==> src/logic/fetch_params.svh <==
`ifndef FETCH_PARAMS_SVH
`define FETCH_PARAMS_SVH

`define PC_WIDTH            32
`define WORD_WIDTH          32
`define GPR_ADDR_WIDTH      5
`define IMEM_DEPTH          256
`define IMEM_ADDR_WIDTH     8

`define OP_JAL              7'b1101111
`define OP_JALR             7'b1100111
`define OP_BRANCH           7'b1100011

`define INSN_MSB            31
`define ALL_TYPE_OPCODE     6:0

`define I_TYPE_RS1          19:15
`define I_TYPE_IMM          31:20

`define J_TYPE_IMM_20       31
`define J_TYPE_IMM_10_1     30:21
`define J_TYPE_IMM_11       20
`define J_TYPE_IMM_19_12    19:12

`define B_TYPE_IMM_12       31
`define B_TYPE_IMM_10_5     30:25
`define B_TYPE_IMM_4_1      11:8
`define B_TYPE_IMM_11       7

`endif

==> src/logic/fetch_pkg.sv <==
`include "fetch_params.svh"

package fetch_pkg;

    typedef struct packed {
        logic                           taken;
        logic [`PC_WIDTH-1:0]           addr;
    } redirect_t;

    typedef struct packed {
        logic                           trap_happened;
        logic                           mret_en;
        logic [`PC_WIDTH-1:0]           ctrl_pc;
    } trap_ctrl_t;

    typedef struct packed {
        logic                           we;     // active high
        logic [`GPR_ADDR_WIDTH-1:0]     addr;
        logic [`WORD_WIDTH-1:0]         data;
    } gpr_wr_t;

    typedef struct packed {
        logic                           alu2gpr_in_id_ex;
        logic                           alu2gpr_in_ex_mem;
        logic                           load_in_id_ex;
        logic                           load_in_ex_mem;
        logic                           load_after_storing_en;
        logic                           loading_after_store_en;
        logic [`GPR_ADDR_WIDTH-1:0]     id_dst_addr;
        logic [`GPR_ADDR_WIDTH-1:0]     ex_dst_addr;
    } pipe_hazard_t;

    typedef struct packed {
        logic [`WORD_WIDTH-1:0]         alu_out;
        logic [`WORD_WIDTH-1:0]         ex_alu_out;
        logic [`WORD_WIDTH-1:0]         ex_store_data;
        logic [`WORD_WIDTH-1:0]         prev_ex_store_data;
    } fwd_data_t;

    typedef struct packed {
        logic                           we;
        logic [`IMEM_ADDR_WIDTH-1:0]    addr;   // word index
        logic [`WORD_WIDTH-1:0]         data;
    } imem_wr_t;

    // adder base for the predicted target
    typedef enum logic [1:0] {
        BASE_PC,
        BASE_ZERO,
        BASE_X1,
        BASE_RS1
    } jump_base_e;

endpackage

==> src/logic/branch_predictor.sv <==
`timescale 1ns/1ps
`include "fetch_params.svh"

module branch_predictor (
    input  logic [`PC_WIDTH-1:0]            pc,
    input  logic [`WORD_WIDTH-1:0]          insn,
    input  logic [`WORD_WIDTH-1:0]          gpr_rd_data,
    input  logic [`WORD_WIDTH-1:0]          gpr_x1,
    input  fetch_pkg::gpr_wr_t              gpr_wr,
    input  fetch_pkg::pipe_hazard_t         hazard,
    input  fetch_pkg::fwd_data_t            fwd,
    output logic [`GPR_ADDR_WIDTH-1:0]      predt_gpr_rd_addr,
    output logic                            predt_br_taken,
    output logic [`PC_WIDTH-1:0]            predt_pc
);

    import fetch_pkg::*;

    logic [6:0]                     opcode;
    logic                           is_jal;
    logic                           is_jalr;
    logic                           is_branch;
    logic [`GPR_ADDR_WIDTH-1:0]     rs1;
    logic [`WORD_WIDTH-1:0]         x1_value;
    logic                           x1_valid;
    logic [`WORD_WIDTH-1:0]         rs1_value;
    logic                           rs1_valid;
    logic [`WORD_WIDTH-1:0]         imm;
    jump_base_e                     base_sel;
    logic [`WORD_WIDTH-1:0]         base;
    logic                           base_valid;

    assign opcode    = insn[`ALL_TYPE_OPCODE];
    assign is_jal    = (opcode == `OP_JAL);
    assign is_jalr   = (opcode == `OP_JALR);
    assign is_branch = (opcode == `OP_BRANCH);

    assign rs1               = insn[`I_TYPE_RS1];
    assign predt_gpr_rd_addr = rs1;

    jump_operand_fwd x1_fwd_i (
        .idx    (`GPR_ADDR_WIDTH'd1),
        .stored (gpr_x1),
        .gpr_wr (gpr_wr),
        .hazard (hazard),
        .fwd    (fwd),
        .value  (x1_value),
        .valid  (x1_valid)
    );

    jump_operand_fwd rs1_fwd_i (
        .idx    (rs1),
        .stored (gpr_rd_data),
        .gpr_wr (gpr_wr),
        .hazard (hazard),
        .fwd    (fwd),
        .value  (rs1_value),
        .valid  (rs1_valid)
    );

    always_comb begin
        if (is_jal) begin
            imm = {{12{insn[`J_TYPE_IMM_20]}}, insn[`J_TYPE_IMM_19_12],
                   insn[`J_TYPE_IMM_11], insn[`J_TYPE_IMM_10_1], 1'b0};
        end else if (is_branch) begin
            imm = {{20{insn[`B_TYPE_IMM_12]}}, insn[`B_TYPE_IMM_11],
                   insn[`B_TYPE_IMM_10_5], insn[`B_TYPE_IMM_4_1], 1'b0};
        end else begin
            imm = {{20{insn[`INSN_MSB]}}, insn[`I_TYPE_IMM]};   // jalr, others don't care
        end
    end

    always_comb begin
        if (!is_jalr) begin
            base_sel = BASE_PC;
        end else if (rs1 == '0) begin
            base_sel = BASE_ZERO;
        end else if (rs1 == `GPR_ADDR_WIDTH'd1) begin
            base_sel = BASE_X1;                 // typical return
        end else begin
            base_sel = BASE_RS1;
        end
    end

    always_comb begin
        case (base_sel)
            BASE_ZERO: begin
                base       = '0;
                base_valid = 1'b1;
            end
            BASE_X1: begin
                base       = x1_value;
                base_valid = x1_valid;
            end
            BASE_RS1: begin
                base       = rs1_value;
                base_valid = rs1_valid;
            end
            default: begin
                base       = pc;
                base_valid = 1'b0;              // only matters for jalr
            end
        endcase
    end

    assign predt_br_taken = is_jal
                         || (is_branch && insn[`B_TYPE_IMM_12])    // backward branch
                         || (is_jalr && base_valid);

    assign predt_pc = base + imm;

endmodule

==> src/logic/jump_operand_fwd.sv <==
`timescale 1ns/1ps
`include "fetch_params.svh"

module jump_operand_fwd (
    input  logic [`GPR_ADDR_WIDTH-1:0]      idx,
    input  logic [`WORD_WIDTH-1:0]          stored,
    input  fetch_pkg::gpr_wr_t              gpr_wr,
    input  fetch_pkg::pipe_hazard_t         hazard,
    input  fetch_pkg::fwd_data_t            fwd,
    output logic [`WORD_WIDTH-1:0]          value,
    output logic                            valid
);

    logic id_hit;
    logic ex_hit;
    logic wb_busy;
    logic id_load_stall;
    logic ex_load_stall;

    assign id_hit = (hazard.id_dst_addr == idx);
    assign ex_hit = (hazard.ex_dst_addr == idx);

    always_comb begin
        if (hazard.alu2gpr_in_id_ex && id_hit) begin
            value = fwd.alu_out;                // result leaving the alu now
        end else if (hazard.alu2gpr_in_ex_mem && ex_hit) begin
            value = fwd.ex_alu_out;
        end else if (hazard.load_in_id_ex && id_hit && hazard.load_after_storing_en) begin
            value = fwd.ex_store_data;          // load hits the store just ahead
        end else if (hazard.load_in_ex_mem && ex_hit && hazard.loading_after_store_en) begin
            value = fwd.prev_ex_store_data;
        end else begin
            value = stored;
        end
    end

    assign wb_busy       = gpr_wr.we && (gpr_wr.addr == idx);
    assign id_load_stall = hazard.load_in_id_ex && id_hit && !hazard.load_after_storing_en;

    // The ex/mem load case is treated as unusable even though a forward
    // path exists above. The later pipeline expects fetch to hold off here.
    assign ex_load_stall = hazard.load_in_ex_mem && ex_hit && hazard.loading_after_store_en;

    assign valid = !wb_busy && !id_load_stall && !ex_load_stall;

endmodule

==> config.mk <==
export PLATFORM = sky130hd
export DESIGN_NAME = branch_predictor
export DESIGN_NICKNAME = d
export VERILOG_FILES = /design/src/logic/fetch_pkg.sv /design/src/logic/branch_predictor.sv /design/src/logic/jump_operand_fwd.sv
export VERILOG_INCLUDE_DIRS = /design/src /design/src/logic
export SDC_FILE = /design/constraint.sdc
export NUM_CORES = 1
export LEC_CHECK = 0
export BUFFER_PORTS_ARGS = -buffer_cell sky130_fd_sc_hd__buf_4
export CORE_AREA = 8 8 128 130
export DETAILED_ROUTE_END_ITERATION = 7
export DIE_AREA = 0 0 136 138
export PLACE_DENSITY = 0.76
export SLEW_MARGIN = 40
export SYNTH_ARGS = -nofsm -noshare
export SYNTH_HDL_FRONTEND = slang
export SYNTH_SLANG_ARGS = --single-unit
export TNS_END_PERCENT = 1
==> constraint.sdc <==
create_clock -name vclk -period 10.63
set_input_delay 2.126 -clock vclk [all_inputs]
set_output_delay 2.126 -clock vclk [all_outputs]
set_load 0.05 [all_outputs]
# ---- Word-level counts from Yosys, hierarchy flattened
# Cells that the tools add are included.
dict set report totals {
  out_inout_bits 38
  inputBits 310
  register_bits 0
  elab_cells 61
}
dict set report op_classes {
  n_addsub 1
  reduce_logical 32
  muxes 15
  eq_ne 13
}
# cell n
set ops {}
lappend ops {{32-bit 2-to-1 mux} 8}
lappend ops {{32-bit case mux with 3 select lines} 1}
lappend ops {{32-bit adder} 1}
lappend ops {{1-bit logical AND} 22}
lappend ops {{7-bit equality test, second input constant} 3}
lappend ops {{5-bit by 1-bit equality test with 1-bit output, second input constant} 4}
lappend ops {{20-bit 2-to-1 mux} 1}
lappend ops {{5-bit equality test} 3}
lappend ops {{12-bit 2-to-1 mux} 1}
lappend ops {{1-bit zero test} 7}
lappend ops {{5-bit zero test} 1}
lappend ops {{2-bit equality test, second input constant} 2}
lappend ops {{2-bit 2-to-1 mux} 2}
lappend ops {{1-bit case mux with 3 select lines} 1}
lappend ops {{2-bit by 1-bit equality test with 1-bit output, second input constant} 1}
lappend ops {{1-bit logical OR} 2}
lappend ops {{1-bit 2-to-1 mux} 1}

# ---- Logic depth before layout (Yosys ltp)
dict set report depth {
  depth_word 9
  ltp_mapped 23
}

# ---- Modules after synthesis
# A second synthesis with hierarchy kept.
dict set report unflattened {
  cells_unflattened 875
  hier_area_um2 5906.9
}
# mod n_inst area_each_um2 cells_each
set by_module_without_submodules {}
lappend by_module_without_submodules {jump_operand_fwd 2 1621.6 219}
lappend by_module_without_submodules {branch_predictor 1 2663.8 437}

# ---- Worst setup path after synthesis
# Ideal clock, no wire load.
dict set report synth_timing {
  path_kind {input -> output}
  startpoint {input hazard[1] in the netlist's numbering}
  endpoint {output predt_pc[30]}
  t_arrival_ns 7.184
  slack_ns 1.320
  stages 18
  path_cell_list {nor4_1 > nand4_1 > clkbuf_1 > mux2i_1 > a211oi_1 > a21oi_1 > a211oi_1 > a21oi_1 > o21ai_0 > ha_1 > nor2b_1 > o31a_1 > o21ai_1 > a21o_1 > a21oi_1 > a21oi_1 > o21ai_1 > o311ai_0}
}
dict set report synth_via {
  elab_chain_len 9
  elab_cells_between_ends 18
  classes_between {add/sub (1); eq/ne (2); mux (9); reduce/logical (6)}
}
# element line_no
set synth_rtl {}
lappend synth_rtl {{start, declared} branch_predictor.sv:10} ;# input fetch_pkg::pipe_hazard_t hazard,
lappend synth_rtl {{5-bit equality test or 5-bit by 1-bit equality test with 1-bit output (tied branches)} jump_operand_fwd.sv:21} ;# assign ex_hit = (hazard.ex_dst_addr == idx);
lappend synth_rtl {{1-bit logical AND (2 in a row)} jump_operand_fwd.sv:30} ;# end else if (hazard.load_in_ex_mem && ex_hit && hazard.loading_after_store_en) begin
lappend synth_rtl {{32-bit 2-to-1 mux} jump_operand_fwd.sv:30}
lappend synth_rtl {{32-bit 2-to-1 mux} jump_operand_fwd.sv:28} ;# end else if (hazard.load_in_id_ex && id_hit && hazard.load_after_storing_en) begin
lappend synth_rtl {{32-bit 2-to-1 mux} jump_operand_fwd.sv:26} ;# end else if (hazard.alu2gpr_in_ex_mem && ex_hit) begin
lappend synth_rtl {{32-bit 2-to-1 mux} jump_operand_fwd.sv:24} ;# if (hazard.alu2gpr_in_id_ex && id_hit) begin
lappend synth_rtl {{32-bit case mux with 3 select lines (*)} branch_predictor.sv:86} ;# case (base_sel)
lappend synth_rtl {{32-bit adder (*)} branch_predictor.sv:110} ;# assign predt_pc = base + imm;
lappend synth_rtl {{end, declared} branch_predictor.sv:14} ;# output logic [`PC_WIDTH-1:0] predt_pc
# Every way passes the cells marked *; elsewhere a longest branch is shown, timed or not.

# ---- Final worst setup path
dict set report layout_timing {
  startpoint {input hazard[1] in the netlist's numbering}
  endpoint {output predt_pc[28]}
}
# The elaborated chain is that of the path after synthesis.

==> impl_metrics.csv <==
group,metric,value,unit
synthesis,synth_area,5020,sq um
drt,wl_per_cell,20.68,um
floorplanning,die_w,136,um
setup_path,criticalPathCategory,"input pin to primary output",
sta,finalHoldViolCount,0,
global_route,grt_max_degree,45,
drt,firstDrtPassIters,5,
worst_hold_path,hold_depth,2,
finish,fin_nets,1414,
worst_hold_path,whs_endpoint,"predt_gpr_rd_addr[0]",
power,ir_drop,0.00002592,V
power,p_clk_share,0,%
synthesis,yosys.area.top_type,"a211oi_1",
placed_design,placed_area,7478,sq um
finish,seq_cell_count,0,
finish,n_antenna_cell,0,
sta,finalCritPeriodShare,87.72,%
drt,drtAntennaViolNets,0,
synthesis,synth_warnings,0,
synthesis,ys_types,56,
sta,setup_viol,0,
finish,fin_area,7483,sq um
floorplanning,die_h,138,um
finish,clockBufferCount,0,
synthesis,seq_area_frac_synth,0,%
synthesis,synth.top_cell.area_share,17.95,%
setup_path,crit_required,8.50,ns
floorplanning,start_util,35.07,%
clocking,holdBufCountCts,0,
drt,wirelength,25910,um
global_route,grt_antenna_before_repair,1,
floorplanning,dieArea,18770,sq um
power,leakagePower,3.555,nW
drt,vias,7236,
status,status,"complete, no violations",
job,max_cap_viol_count,0,
sta,worstMarginPinSlew,0.8429,ns
finish,seqCellArea,0,sq um
synthesis,syn_nets,1148,
global_route,grt.overflow.total,0,
drt,drc_errors,0,
sta,max_clock_freq,0.1072,GHz
global_route,grt_pass1_wl,38930,um
clocking,post_cts.repair.setup_buffers,0,
floorplanning,rows,44,
placed_design,io_buffers,316,
sta,relSlewSlack,43.09,%
sta,fin_tns_setup,0,ns
drt,drtIter0Drc,442,
power,pwr-share-comb,100.0,%
power,p_int,0.1756,mW
synthesis,synth_area_leaders,"a211oi_1 18%, mux2i_1 13%, a21oi_1 11%",
finish,syn_to_final_growth,49.08,%
sta,rsz0062_at_grt,"no",
synthesis,synth.avg_cell_area,6.236,sq um
sta,fin_crit,9.324,ns
placed_design,gp_congestion,0.9039,
setup_path,cp_max_fo,32,
synthesis,postSynthCellCount,805,
power,power_frac_seq,0,%
worst_hold_path,min_path_type,"input pin to primary output",
finish,drive_gt1_share,32.74,%
clocking,cts_resized,0,
power,power_density,55.59,nW/um^2
global_route,grt_util_all_layers,25.75,%
worst_hold_path,holdCritStartpoint,"insn[15]",
floorplanning,io_pins,348,
setup_path,end_kind,"primary output",
power,switching_share,57.77,%
finish,fillers,1485,
drt,viasPerCell,5.775,
placed_design,dp_hpwl,21750,um
setup_path,cp_data_arrival_time,7.20,ns
global_route,grt_pass1_vias,7173,
finish,fin_util,52.28,%
power,power.switching,0.2403,mW
floorplanning,coreArea,14310,sq um
setup_path,critPathLaunch,"hazard[1]",
setup_path,worstSetupStartpointType,"input pin",
sta,drv_slew,0,
-- cells by family after synthesis --
group | after synthesis | share of synthesized area [%]
xor+xnor | 39 | 6.805
simple gates | 217 | 19.59
mux | 70 | 14.03
buf+inv | 95 | 7.702
compound gates | 351 | 43.49
fa+ha+maj | 33 | 8.375
-- power by group through the flow --
stage                     Sequential, mW  Clock [mW]  Combinational (mW)
final                                  0           0               0.416
after global routing                   0           0               0.444
after CTS                              0           0               0.415
after detailed placement               0           0               0.414
after global placement                 0           0               0.411
after floorplan                        0           0               0.244
-- layer usage --
layer | up-vias | GRT usage, % | part of all wire [%]
li1 | 3541 | - | -
met1 | 3324 | 30.91 | 40
met2 | 331 | 44.71 | 48
met3 | 38 | 6.159 | 9.7
met4 | 2 | 6.131 | 2.5
met5 | - | 0 | 0.050
-- worst max-delay path by stage --
stage | endpoint | cells past startpoint
global placement | predt_pc[28] | 21
CTS | predt_pc[30] | 21
detailed placement | predt_pc[30] | 21
finish | predt_pc[28] | 21
floorplan | predt_pc[30] | 18
global route | predt_pc[30] | 21
-- cells in the mapped netlist (3+ instances only) --
cell type	instances
nor2b_1	6
or3_1	3
o211ai_1	4
nor2_1	120
o21ai_0	82
a211oi_1	120
xnor2_1	24
buf_2	5
nand3_1	8
a21o_1	10
inv_1	24
mux2i_1	67
nor3_1	6
o21bai_1	5
buf_4	6
and3_1	9
xor2_1	15
o21a_1	5
a21oi_1	106
ha_1	32
nand2_1	34
buf_1	4
nand4_1	9
clkbuf_1	55
mux2_2	3
nor4_1	5
-- metrics by stage --
step	power, mW	setup slack [ns]	cells	hold WS (ns)
2_1_floorplan	0.2441	1.320	805	4.419
3_3_place_gp	0.4106	1.398	1253	4.585
3_5_place_dp	0.4139	1.388	1253	4.586
4_1_cts	0.4147	1.363	1253	4.586
5_1_grt	0.4442	0.9152	1253	4.589
6_report	0.4160	1.306	1253	4.586
-- cell usage in the layout, fill, tap and decap left out, types with 6 or more instances in the layout --
| cell | n |
|---|---|
| nor3_1 | 6 |
| mux2i_1 | 67 |
| nor2_1 | 119 |
| a21oi_1 | 106 |
| nand4_1 | 9 |
| nand3_1 | 8 |
| xnor2_1 | 24 |
| a21o_1 | 10 |
| ha_1 | 32 |
| nand2_1 | 33 |
| o21ai_0 | 82 |
| a211oi_1 | 120 |
| and3_1 | 7 |
| xor2_1 | 15 |
| buf_4 | 335 |
| nor2b_1 | 6 |
| inv_1 | 24 |
-- layout make-up --
| cell class | count | area [sq um] | share of cell area [%] |
|---|---|---|---|
| inverter | 24 | 90.09 | 1.204 |
| multi-input combinational | 710 | 4648 | 62.11 |
| tap | 184 | 230.2 | 3.076 |
| timing repair buffer | 335 | 2515 | 33.61 |
-- critical path: stages --
cell,delay [ns]
buf_4,0.12
nor4_1,0.36
nand4_1,0.36
buf_4,0.43
mux2i_1,0.19
a211oi_1,0.25
a21oi_1,0.06
a211oi_1,0.24
a21oi_1,0.06
o21ai_0,0.28
ha_1,0.39
nor2b_1,0.16
o31a_1,0.26
o21ai_1,0.16
a21o_1,0.15
a21oi_1,0.14
a21oi_1,0.37
o21ai_1,0.24
or4_1,0.44
nand4_1,0.13
buf_4,0.22
No activity file was read; power rests on OpenSTA's default activity.
