`config.mk`:
```
export PLATFORM = sky130hd
export DESIGN_NAME = pc_gen
export DESIGN_NICKNAME = d
export VERILOG_FILES = /design/src/logic/fetch_pkg.sv /design/src/logic/pc_gen.sv
export VERILOG_INCLUDE_DIRS = /design/src /design/src/logic
export SDC_FILE = /design/constraint.sdc
export NUM_CORES = 1
export LEC_CHECK = 0
export ABC_AREA = 1
export BUFFER_PORTS_ARGS = -buffer_cell sky130_fd_sc_hd__buf_2
export CORE_MARGIN = 2
export CORE_UTILIZATION = 46
export CTS_CLUSTER_DIAMETER = 40
export DETAILED_ROUTE_END_ITERATION = 8
export PLACE_DENSITY = 0.84
export SLEW_MARGIN = 15
export SYNTH_ARGS = -nofsm -noshare
export SYNTH_HDL_FRONTEND = slang
export SYNTH_SLANG_ARGS = --single-unit
```
`constraint.sdc`:
```
create_clock -name clk -period 1.83 [get_ports clk]
set_clock_uncertainty 0.05 [all_clocks]
set_input_delay 0.0915 -clock clk [delete_from_list [all_inputs] [get_ports clk]]
set_output_delay 0.0915 -clock clk [all_outputs]
set_load 0.01 [all_outputs]
```
`src/logic/fetch_params.svh`:
```
`ifndef FETCH_PARAMS_SVH
`define FETCH_PARAMS_SVH

`define PC_WIDTH            32
`define WORD_WIDTH          32
`define GPR_ADDR_WIDTH      5
`define IMEM_DEPTH          256
`define IMEM_ADDR_WIDTH     8

`define OP_JAL              7'b1101111
`define OP_JALR             7'b1100111
`define OP_BRANCH           7'b1100011

`define INSN_MSB            31
`define ALL_TYPE_OPCODE     6:0

`define I_TYPE_RS1          19:15
`define I_TYPE_IMM          31:20

`define J_TYPE_IMM_20       31
`define J_TYPE_IMM_10_1     30:21
`define J_TYPE_IMM_11       20
`define J_TYPE_IMM_19_12    19:12

`define B_TYPE_IMM_12       31
`define B_TYPE_IMM_10_5     30:25
`define B_TYPE_IMM_4_1      11:8
`define B_TYPE_IMM_11       7

`endif

```
`src/logic/fetch_pkg.sv`:
```
`include "fetch_params.svh"

package fetch_pkg;

    typedef struct packed {
        logic                           taken;
        logic [`PC_WIDTH-1:0]           addr;
    } redirect_t;

    typedef struct packed {
        logic                           trap_happened;
        logic                           mret_en;
        logic [`PC_WIDTH-1:0]           ctrl_pc;
    } trap_ctrl_t;

    typedef struct packed {
        logic                           we;     // active high
        logic [`GPR_ADDR_WIDTH-1:0]     addr;
        logic [`WORD_WIDTH-1:0]         data;
    } gpr_wr_t;

    typedef struct packed {
        logic                           alu2gpr_in_id_ex;
        logic                           alu2gpr_in_ex_mem;
        logic                           load_in_id_ex;
        logic                           load_in_ex_mem;
        logic                           load_after_storing_en;
        logic                           loading_after_store_en;
        logic [`GPR_ADDR_WIDTH-1:0]     id_dst_addr;
        logic [`GPR_ADDR_WIDTH-1:0]     ex_dst_addr;
    } pipe_hazard_t;

    typedef struct packed {
        logic [`WORD_WIDTH-1:0]         alu_out;
        logic [`WORD_WIDTH-1:0]         ex_alu_out;
        logic [`WORD_WIDTH-1:0]         ex_store_data;
        logic [`WORD_WIDTH-1:0]         prev_ex_store_data;
    } fwd_data_t;

    typedef struct packed {
        logic                           we;
        logic [`IMEM_ADDR_WIDTH-1:0]    addr;   // word index
        logic [`WORD_WIDTH-1:0]         data;
    } imem_wr_t;

    // adder base for the predicted target
    typedef enum logic [1:0] {
        BASE_PC,
        BASE_ZERO,
        BASE_X1,
        BASE_RS1
    } jump_base_e;

endpackage

```
`src/logic/pc_gen.sv`:
```
`timescale 1ns/1ps
`include "fetch_params.svh"

module pc_gen (
    input  logic                        clk,
    input  logic                        rst_n,
    input  logic                        cpu_en,
    input  logic                        pc_stall,
    input  fetch_pkg::trap_ctrl_t       trap_ctrl,
    input  fetch_pkg::redirect_t        redirect,
    input  logic                        predt_br_taken,
    input  logic [`PC_WIDTH-1:0]        predt_pc,
    output logic [`PC_WIDTH-1:0]        pc
);

    logic ctrl_redirect;

    assign ctrl_redirect = trap_ctrl.trap_happened || trap_ctrl.mret_en;

    always_ff @(posedge clk or negedge rst_n) begin
        if (!rst_n) begin
            pc <= '0;
        end else if (cpu_en) begin
            if (ctrl_redirect) begin
                pc <= trap_ctrl.ctrl_pc;        // wins even over a stall
            end else if (!pc_stall) begin
                if (redirect.taken) begin
                    pc <= redirect.addr;        // execute corrects the guess
                end else if (predt_br_taken) begin
                    pc <= predt_pc;
                end else begin
                    pc <= pc + `PC_WIDTH'd4;
                end
            end
        end
    end

endmodule

```
Word level (Yosys, flattened, before mapping)
Index checks and enable logic that the tools add are counted.

Bits in registers: 32. Bits in latches: 0. Memory bits (writable): 0. Memory bits (read-only): 0. Input port bits: 104. Output and inout port bits: 32. Logic and storage cells: 9. Memories kept: 0.

Add/sub/neg operators: 1. $mul: 0. Div/mod/pow operators: 0. Magnitude comparators: 0. Equal/unequal tests: 1. Shifts and indexed selects: 0. Multiplexer cells: 4. Bitwise logic cells: 0. Reduce and logical (&&, ||, !) cells: 2.

Operators by type and width (number): 32-bit 2-to-1 mux (4); 32-bit by 3-bit adder with 32-bit output (second input constant) (1); 2-bit by 1-bit != test with 1-bit output (second input constant) (1); 2-bit AND reduction (1); 1-bit logical OR (1).

Depth between registers and ports, before layout
Gate-level depths: netlist (run 1).

Depth after elaboration: 5. Depth in mapped cells: 11. Mapped depth without buffers: 11.

Least setup slack after synthesis (run 1)
OpenSTA, ideal clock, no wires.

Path kind: register to register. Start point: register pc[3]. End point: register pc[26]. Arrival time: 1.369 ns. Required time: 1.664 ns. Slack: 0.295 ns. Cell stages (with the launch flop): 11. Period minus slack after synthesis: 1.535 ns. Cell sequence: dfrtp_1 ha_1 nand2_2 nor2_4 nand2_4 nor2_4 nand3_1 nand3_1 nand2_1 nand2_1 nand2_1.

Longest elaborated chain between the ends: 5.

RTL lines: start, declared (RTL line pc_gen.sv:13) `` output logic [`PC_WIDTH-1:0] pc ``; start signal, assigned (RTL line pc_gen.sv:25) `pc <= trap_ctrl.ctrl_pc;`; start signal, assigned (RTL line pc_gen.sv:28) `pc <= redirect.addr;`; start signal, assigned (RTL line pc_gen.sv:30) `pc <= predt_pc;`; 32-bit by 3-bit adder with 32-bit output (RTL line pc_gen.sv:32) `` pc <= pc + `PC_WIDTH'd4; ``; 32-bit 2-to-1 mux (RTL line pc_gen.sv:29) `end else if (predt_br_taken) begin`; 32-bit 2-to-1 mux (RTL line pc_gen.sv:27) `if (redirect.taken) begin`; 32-bit 2-to-1 mux (RTL line pc_gen.sv:26) `end else if (!pc_stall) begin`; 32-bit 2-to-1 mux (RTL line pc_gen.sv:24) `if (ctrl_redirect) begin`.

Every way passes these cells. The select of a mux whose other input is x is not followed. A chain may end at the register's enable or synchronous reset.

Worst setup path in the final report (run 1)
Start point: register pc[3]. End point: register pc[20].

Same word-level chain as after synthesis.

==> results, run 1 <==
- The end of the critical path is pc[20]$_DFFE_PN0P_.
- The clock power share is 23.7%.
- In this run the core area contains 28 standard-cell rows.
- The number of nets handed over by synthesis was 580.
- Across every metal layer, demand over resource in global routing totals 28.2%.
- The kind of launch point of the worst setup path is a flop.
- The signal on the critical path passes through ha_1 -> nand2_2 -> nor2_4 -> nand2_4 -> nor2_4 -> nand3_1 -> nand3_1 -> nand2_1 -> nand2_1 -> nand2_1.
- The slew at the pin closest to its max-slew limit is 0.754 ns.
- The final worst-path cycle share is 91.9%.
- Once placement finished, the instance area stood at 3650 sq um.
- The max-slew violation count came to 0.
- The synthesized design contains 0 enable-type register cells.
- The register cell area after layout is 801 sq um.
- The detailed router placed 3,587 vias in this run.
- The worst register-to-register path begins at pc[3]$_DFFE_PN0P_.
- The routed design could run at a clock period as short as 1.68 ns.
- Along the worst path, the maximum fanout reaches 5.
- 0 antenna diodes ended up in the layout.
- In the routed layout, each cell is associated on average with a via count of 5.26.
- The internal portion of the total power is 1390 uW.
- The cell repeated most along the worst path is nand2_1.
- In this run the static leakage power is 0.00189 uW.
- The number of port buffers is 135.
- In this run the deepest clock path goes through 2 buffers.
- The via count of the first global-routing pass was 3,403.
- The number of fillers in the final layout is 621.
- The worst reg-to-reg setup slack is 0.15 ns.
- After detailed routing, the number of remaining DRC violations is 0.
- The mean post-synth cell area is 6.11 sq um.
- The commonest cells after synthesis are 180 x nand2_1, 83 x nor2_1, 34 x nand3_1, 32 x dfrtp_1, 25 x a221oi_1.
- The data required time at the worst endpoint is 1.95 ns.
- The vertical extent of the die is 83.5 microns.
- The top register by number of flip-flops is pc.
- The synthesis-stage register bit count is 32.
- The number of distinct standard cells referenced by the synthesized netlist is 32.
- The part of the Yosys area used for sequential elements is 27.6%.
- The synthesis-to-finish area growth is 29.3%.
- The number of warnings issued by yosys is 0.
- After floorplanning, the core was sized to cover 6030 sq um.
- The clock transition at the registers of the reported paths is 0.07 ns.
- Among all flip-flop cells after synthesis, the most frequent one is dfrtp_1.
- The end of the worst register-to-register path is pc[20]$_DFFE_PN0P_.
- The full die area is 6960 sq um.
- The fraction of power spent switching nets is 38.5%.
- The run finished with clean final reports.
- The root buffer cell chosen for the clock tree is clkbuf_8.
- The total power density per cell area is 603 nW/um^2.
- The initial antenna violation count is 0.
- The endpoint type of the worst setup path is a flop.
- Yosys attributes the largest share of cell area to dfrtp_1 28%, nand2_1 23%, nor2_1 11%.
- After synthesis the cells add up to 2900 sq um.
- Across the run, the number of max-cap violations was 0.
- For this design the top-level I/O count stands at 136.
- In the synthesized netlist, the number of instances is 475.
- The first element of the critical path is pc[3]$_DFFE_PN0P_.
- The wire length of the first global-routing pass is 15,900 microns.
- The chip width is 83.5 microns.
- The share of flip-flops with an asynchronous set or reset is 100%.
- The min-delay analysis places its worst path in the category input pin to flop.
- Once layout is complete, the utilization of the core stands at 62.3%.
- The highest attainable clock frequency is 594 MHz.
- In the final layout, the registers with the most flip-flops are pc (32).
- The area used by multi-input combinational logic is 1900 sq um.
- The largest individual stage delay along the critical path comes from the cell dfrtp_1.
- The most instantiated library cell after synthesis is nand2_1.
- The count of final hold-check violations is 0.
- The largest net degree at the start of global routing is 35.
- Sequential cells burn 41.5% of the power.
- Setup violations remaining at the end of the flow were counted as 0.
- The net count of the finished layout is 712.
- The power consumption is 2260 uW.
- The starting density of the core is 48.2%.
- Buffers inserted during clock tree synthesis total 5.
- The fraction of final layout cells with drive strength greater than 1 is 30.3%.
- After synthesis, the largest area contributor takes up 27.6% of total cell area.
- At the later pin of the worst-skew pair, clock insertion delay measures 0.29 ns.
- The non-filler instance count after layout is 682.
- At the end of routability-driven placement, the weighted congestion stood at 0.912.
- The start-to-end type of the worst setup path is flop to flop.
- The detailed-router iteration count before antenna repair is 4.
- The number of levels in the clock H-tree is 2.
- Measured against its own limit, the worst slew margin works out to 49.7%.
- Once layout is done, the placed cells without fillers occupy 3750 sq um.
- TritonCTS built the clock tree.
- After the first detailed-routing iteration, the DRC count stood at 211.
- The TritonCTS sink count is 32.
- On the worst path, the slowest cell contributes a delay of 0.42 ns.
- After legalization and detailed placement, the total HPWL measured 7390 microns.
- The arrival time of data at the critical path endpoint is 1.81 ns.
- The register with the most flip-flops in the layout has 32 of them.
- The total placed cells including tap cells is 672.
- The final wirelength is 9650 microns.
- Summed over all instances, the cell type with the most area after synthesis is dfrtp_1.
- The detail-routed net length per standard cell is 14.1 microns.
- The setup TNS is 0 ns.
- The number of cells on the worst reg-to-reg path is 10.
- The worst vdd rail ir drop is 0.343 mV.
- Global routing finished with a remaining overflow of 0.
- The share of total power in combinational logic is 34.8%.
- In this run the remaining antenna-violating nets after routing total 0.
- The switching power of the nets is 872 uW.
-- layer usage --
layer,GRT usage [%],share of wire [%],vias up
met5,0,0,-
li1,-,-,1810
met1,37.0,44,1625
met3,5.04,7.3,8
met4,6.60,1.1,0
met2,48.5,48,144
-- critical path: cells and delay by family (launching register included) --
family / cells / cell delay [ns]
adder cells (fa/ha/maj): 1 / 0.21
flip-flops: 1 / 0.42
AND/OR/NAND/NOR: 9 / 0.88
-- cell usage in the layout, fill, tap and decap left out, types with 2 or more instances in the layout --
master    Yosys  final
buf_4         0      9
nand2_2       8      8
a21oi_1       4      4
or2_1         2      2
xor2_1        5      5
nor2_4       11     12
o21bai_1      4      4
o211ai_1      2      2
o22ai_1       2      2
nor2_1       83     83
buf_2        10    135
nand3_1      34     34
a221oi_1     25     25
a31oi_1       2      2
inv_1        22     22
o21ai_0       8      8
o21ai_1       8      8
clkbuf_8      0      5
inv_2         7      7
dfrtp_1      32     32
nor2_2        4      3
and2_1        2      2
nand2_4       2      2
nand2_1     180    180
-- cell type report --
cell class,instances,area share [%]
clock buffers,6,1.93
clock inverters,1,0.133
inverters,29,2.90
multi-input cells,393,50.6
flip-flops and latches,32,21.3
well taps,75,2.50
repair buffers,146,20.6
-- power groups by stage --
| stage | Clock, uW | Sequential, uW | Combinational, uW |
|---|---|---|---|
| after CTS | 537 | 935 | 781 |
| after floorplan | 0 | 969 | 398 |
| after global placement | 0 | 942 | 760 |
| after global routing | 577 | 956 | 885 |
| final | 536 | 939 | 789 |
| after detailed placement | 0 | 947 | 776 |
-- kinds of logic after synthesis --
family / Yosys count / synth area share (%)
AOI/OAI and AO/OA: 58 / 14.3
xor gates and xnor gates: 5 / 1.51
adders and majority gates: 1 / 0.431
buffers and inverters: 50 / 7.15
DFF: 32 / 27.6
and+or+nand+nor: 329 / 49.0
-- stage by stage --
stage | setup WS, ns | hold WS (ns)
2_1_floorplan | 0.295 | -0.254
3_3_place_gp | 0.276 | 0.149
3_5_place_dp | 0.201 | 0.152
4_1_cts | 0.181 | 0.0222
5_1_grt | -0.0122 | 0.0322
6_report | 0.147 | 0.0195
-- timing repair --
action,4_1_cts,5_1_grt
setup buffers,0,2
endpoints found under the setup margin,0,1
gates resized for setup,0,0
hold buffers,1,0
hold endpoints to repair,32,0
-- worst min-delay path by stage --
stage	from	to	slack, ns	depth (start not counted)
2_1_floorplan	rst_n	pc[0]$_DFFE_PN0P_	-0.25	0
3_3_place_gp	rst_n	pc[14]$_DFFE_PN0P_	0.15	1
3_5_place_dp	rst_n	pc[30]$_DFFE_PN0P_	0.15	1
4_1_cts	trap_ctrl[5]	pc[5]$_DFFE_PN0P_	0.02	3
5_1_grt	trap_ctrl[5]	pc[5]$_DFFE_PN0P_	0.03	3
6_report	trap_ctrl[5]	pc[5]$_DFFE_PN0P_	0.02	3
(Power assumes the default switching activity.)
==> run 2: changes to the inputs <==
--- a/config.mk
+++ b/config.mk
@@ -9,10 +9,11 @@
 export ABC_AREA = 1
 export BUFFER_PORTS_ARGS = -buffer_cell sky130_fd_sc_hd__buf_2
 export CORE_MARGIN = 2
-export CORE_UTILIZATION = 46
+export CORE_UTILIZATION = 48
 export CTS_CLUSTER_DIAMETER = 40
 export DETAILED_ROUTE_END_ITERATION = 8
-export PLACE_DENSITY = 0.84
+export PLACE_DENSITY = 0.87
+export REMOVE_ABC_BUFFERS = 1
 export SLEW_MARGIN = 15
 export SYNTH_ARGS = -nofsm -noshare
 export SYNTH_HDL_FRONTEND = slang
==> results, run 2 (synthesized netlist as in run 1, its figures left out) <==
- The wire length of the first global-routing pass came to 15,100 microns (-5.5%).
- In the layout the commonest cells are 179 x nand2_1, 135 x buf_2, 83 x nor2_1, 34 x nand3_1, 32 x dfrtp_1.
- The detailed-router iteration count before antenna repair came to 6 (+2).
- The origin of the worst min-delay path is trap_ctrl[6].
- The number of fillers in the final layout is 545 (-12%).
- Following the worst setup path forward leads to its endpoint at pc[18]$_DFFE_PN0P_.
- The arrival time of data at the critical path endpoint is 1.74 ns (-0.07 ns).
- The first element of the critical path is pc[3]$_DFFE_PN0P_.
- The tightest min-delay check is of the input pin to flop type.
- The CTS tree is built.
- The flow ran to the end, and the final reports show no timing, DRC or antenna violations.
- The data required time at the worst endpoint is 1.96 ns (about the same).
- The critical path in this run is classified as flop to flop.
- The number of buffers inserted for hold repair after clock tree synthesis is 1 (unchanged).
- The overall routing resource usage came to 28.7% (+0.49 points).
- The max-cap check violation count is 0 (unchanged).
- The full die area is 6690 sq um (-4.0%).
- The fraction of final layout cells with drive strength greater than 1 came to 30.2% (-0.11 points).
- The number of flip-flops under the largest register name came to 32 (unchanged).
- Ranked by flip-flop count, first place goes to pc.
- The placer congestion estimate is 0.916 (+0.48%).
- Setup repair after global routing left no endpoint under its margin.
- The clock latency of the later-clocked register in the worst-skew pair came to 0.29 ns (about the same).
- The count of final hold-check violations is 0 (unchanged).
- The setup fix buffers added after clock tree synthesis is 0 (unchanged).
- STA classifies the critical path startpoint as a flop.
- The core area is 5890 sq um (-2.3%).
- The synthesis-to-finish area growth is 29.3% (unchanged).
- The slew at the pin closest to its max-slew limit is 0.784 ns (+0.0295 ns).
- The routed wire length on met2 is 4330 microns (-5.7%).
- The number of diodes is 0 (unchanged).
- The remaining max-slew budget at the tightest pin is 47.8% (-2.0 points).
- The net count of the finished layout is 710 (-0.28%).
- The minimum setup slack in the final design is 0.217 ns (+0.0697 ns).
- The number of port buffers is 135 (unchanged).
- The post-route DRC violation count is 0 (unchanged).
- The final wirelength is 9100 microns (-5.7%).
- The sum of routed wire segments on met1 is 3850 microns (-9.2%).
- The via total after detailed routing is 3,623 (+1.0%).
- The design internal power was 1430 uW (+2.7%).
- The number of cells on the worst reg-to-reg path is 10 (unchanged).
- The largest registers in the layout are pc (32).
- The final worst-path cycle share is 88.1% (-3.8 points).
- The end of the worst register-to-register path is pc[18]$_DFFE_PN0P_.
- The register cell area after layout came to 801 sq um (unchanged).
- The maximum fanout count along the critical path is 5 (unchanged).
- The worst slack at placement was 0.237 ns (+0.0358 ns).
- The length of routed met3 wiring is 618 microns (-12%).
- The post-detailed-route count of antenna-violating nets is 0 (unchanged).
- The total power density per cell area was 611 nW/um^2 (+1.3%).
- The shortest clock period the worst path allows after layout is 1.61 ns (-0.0697 ns).
- The setup TNS is 0 ns (unchanged).
- STA classifies the critical path endpoint as a flop.
- The static leakage was 0.00189 uW (-0.21%).
- The sequential fraction of design power is 41.3% (-0.2 points).
- The largest net degree at the start of global routing was 33 (-5.7%).
- The clock buffer count from CTS came to 5 (unchanged).
- The vertical extent of the die was 81.8 microns (-2.0%).
- The area used by multi-input combinational logic is 1900 sq um (+0.13%).
- The switching power of the nets is 865 uW (-0.81%).
- The count of endpoints failing setup in the final report is 0 (unchanged).
- The number of DRC markers in iteration 0 is 272 (+29%).
- The number of levels in the clock H-tree is 2 (unchanged).
- The power consumption came to 2290 uW (+1.3%).
- The starting density of the core is 49.3% (+1.1 points).
- The buffer depth of the longest clock path is 2 (unchanged).
- The routed via count divided by cell count came to 5.32 (+1.2%).
- The I/O pin count was 136 (unchanged).
- The aggregate global routing overflow is 0 (unchanged).
- The TritonCTS sink count came to 32 (unchanged).
- The share of total power in combinational logic is 33.1% (-1.7 points).
- The reg-to-reg startpoint is pc[3]$_DFFE_PN0P_.
- The clock transition at the registers of the reported paths was 0.07 ns (about the same).
- The chip width is 81.8 microns (-2.0%).
- The max-slew violation count is 0 (unchanged).
- The initial antenna violation count came to 0 (unchanged).
- The post-CTS resize count is 0 (unchanged).
- The fraction of power spent switching nets is 37.7% (-0.82 points).
- The clock power share is 25.6% (+1.9 points).
- The detail-routed net length per standard cell is 13.4 microns (-5.6%).
- The highest attainable clock frequency is 620 MHz (+4.3%).
- The via count of the first global-routing pass was 3,395 (-0.24%).
- The worst reg-to-reg setup slack is 0.22 ns (+0.07 ns).
- In this run the clock root is driven by a clkbuf_8.
- The detailed-placement wirelength estimate is 6920 microns (-6.4%).
- The most common cell after layout, fill and taps aside is nand2_1.
- The placement row count was 28 (unchanged).
- The worst vdd rail ir drop is 0.391 mV (+14%).
- The highest metal layer used by the detailed router is met4.
-- run 2: cell count changes in the layout (fill, tap and decap cells not counted), sizes merged --
| cell | previous run | this run |
|---|---|---|
| buf | 145 | 143 |
| clkbuf | 6 | 8 |
| clkinv | 1 | 0 |
-- run 2: final cells by class --
cell class,count,share of cell area [%]
clock buffer,8,2.40
multi-input combinational,393,50.7
tap,75,2.50
inverter,29,2.90
timing repair buffer,144,20.2
sequential,32,21.3
-- run 2: power by group through the flow --
stage / sequential, uW / combinational, uW / clock [uW]
floorplan: 969 / 374 / 0
global placement: 949 / 733 / 0
detailed placement: 955 / 755 / 0
CTS: 943 / 760 / 592
global route: 963 / 856 / 629
finish: 948 / 759 / 588
-- run 2: worst min path at each step --
stage / to / slack [ns] / depth (start not counted)
floorplan: pc[0]$_DFFE_PN0P_ / -0.25 / 0
global placement: pc[0]$_DFFE_PN0P_ / 0.14 / 1
detailed placement: pc[0]$_DFFE_PN0P_ / 0.16 / 1
CTS: pc[6]$_DFFE_PN0P_ / 0.01 / 3
global route: pc[6]$_DFFE_PN0P_ / 0.02 / 3
finish: pc[6]$_DFFE_PN0P_ / 0.03 / 3
-- run 2: critical path, stage by stage (launching register included) --
cell	delay [ns]
dfrtp_1	0.40
ha_1	0.19
nand2_2	0.08
nor2_4	0.16
nand2_4	0.12
nor2_4	0.16
nand2_1	0.07
nand3_1	0.09
nand2_1	0.05
nand2_1	0.06
nand2_1	0.05
-- run 2: metal layers --
layer,track usage [%],up-vias
met5,0,-
met4,10.8,0
met3,4.62,34
met2,50.5,161
met1,35.0,1618
li1,-,1810
-- run 2: per-stage QoR --
step	hold WS, ns	cells	utilization, %	area [sq um]
3_5_place_dp	0.156	672	62.1	3650
4_1_cts	0.0135	681	63.8	3750
6_report	0.0275	681	63.8	3750
3_3_place_gp	0.144	672	62.1	3650
5_1_grt	0.0179	681	63.8	3750
2_1_floorplan	-0.254	454	-	2810
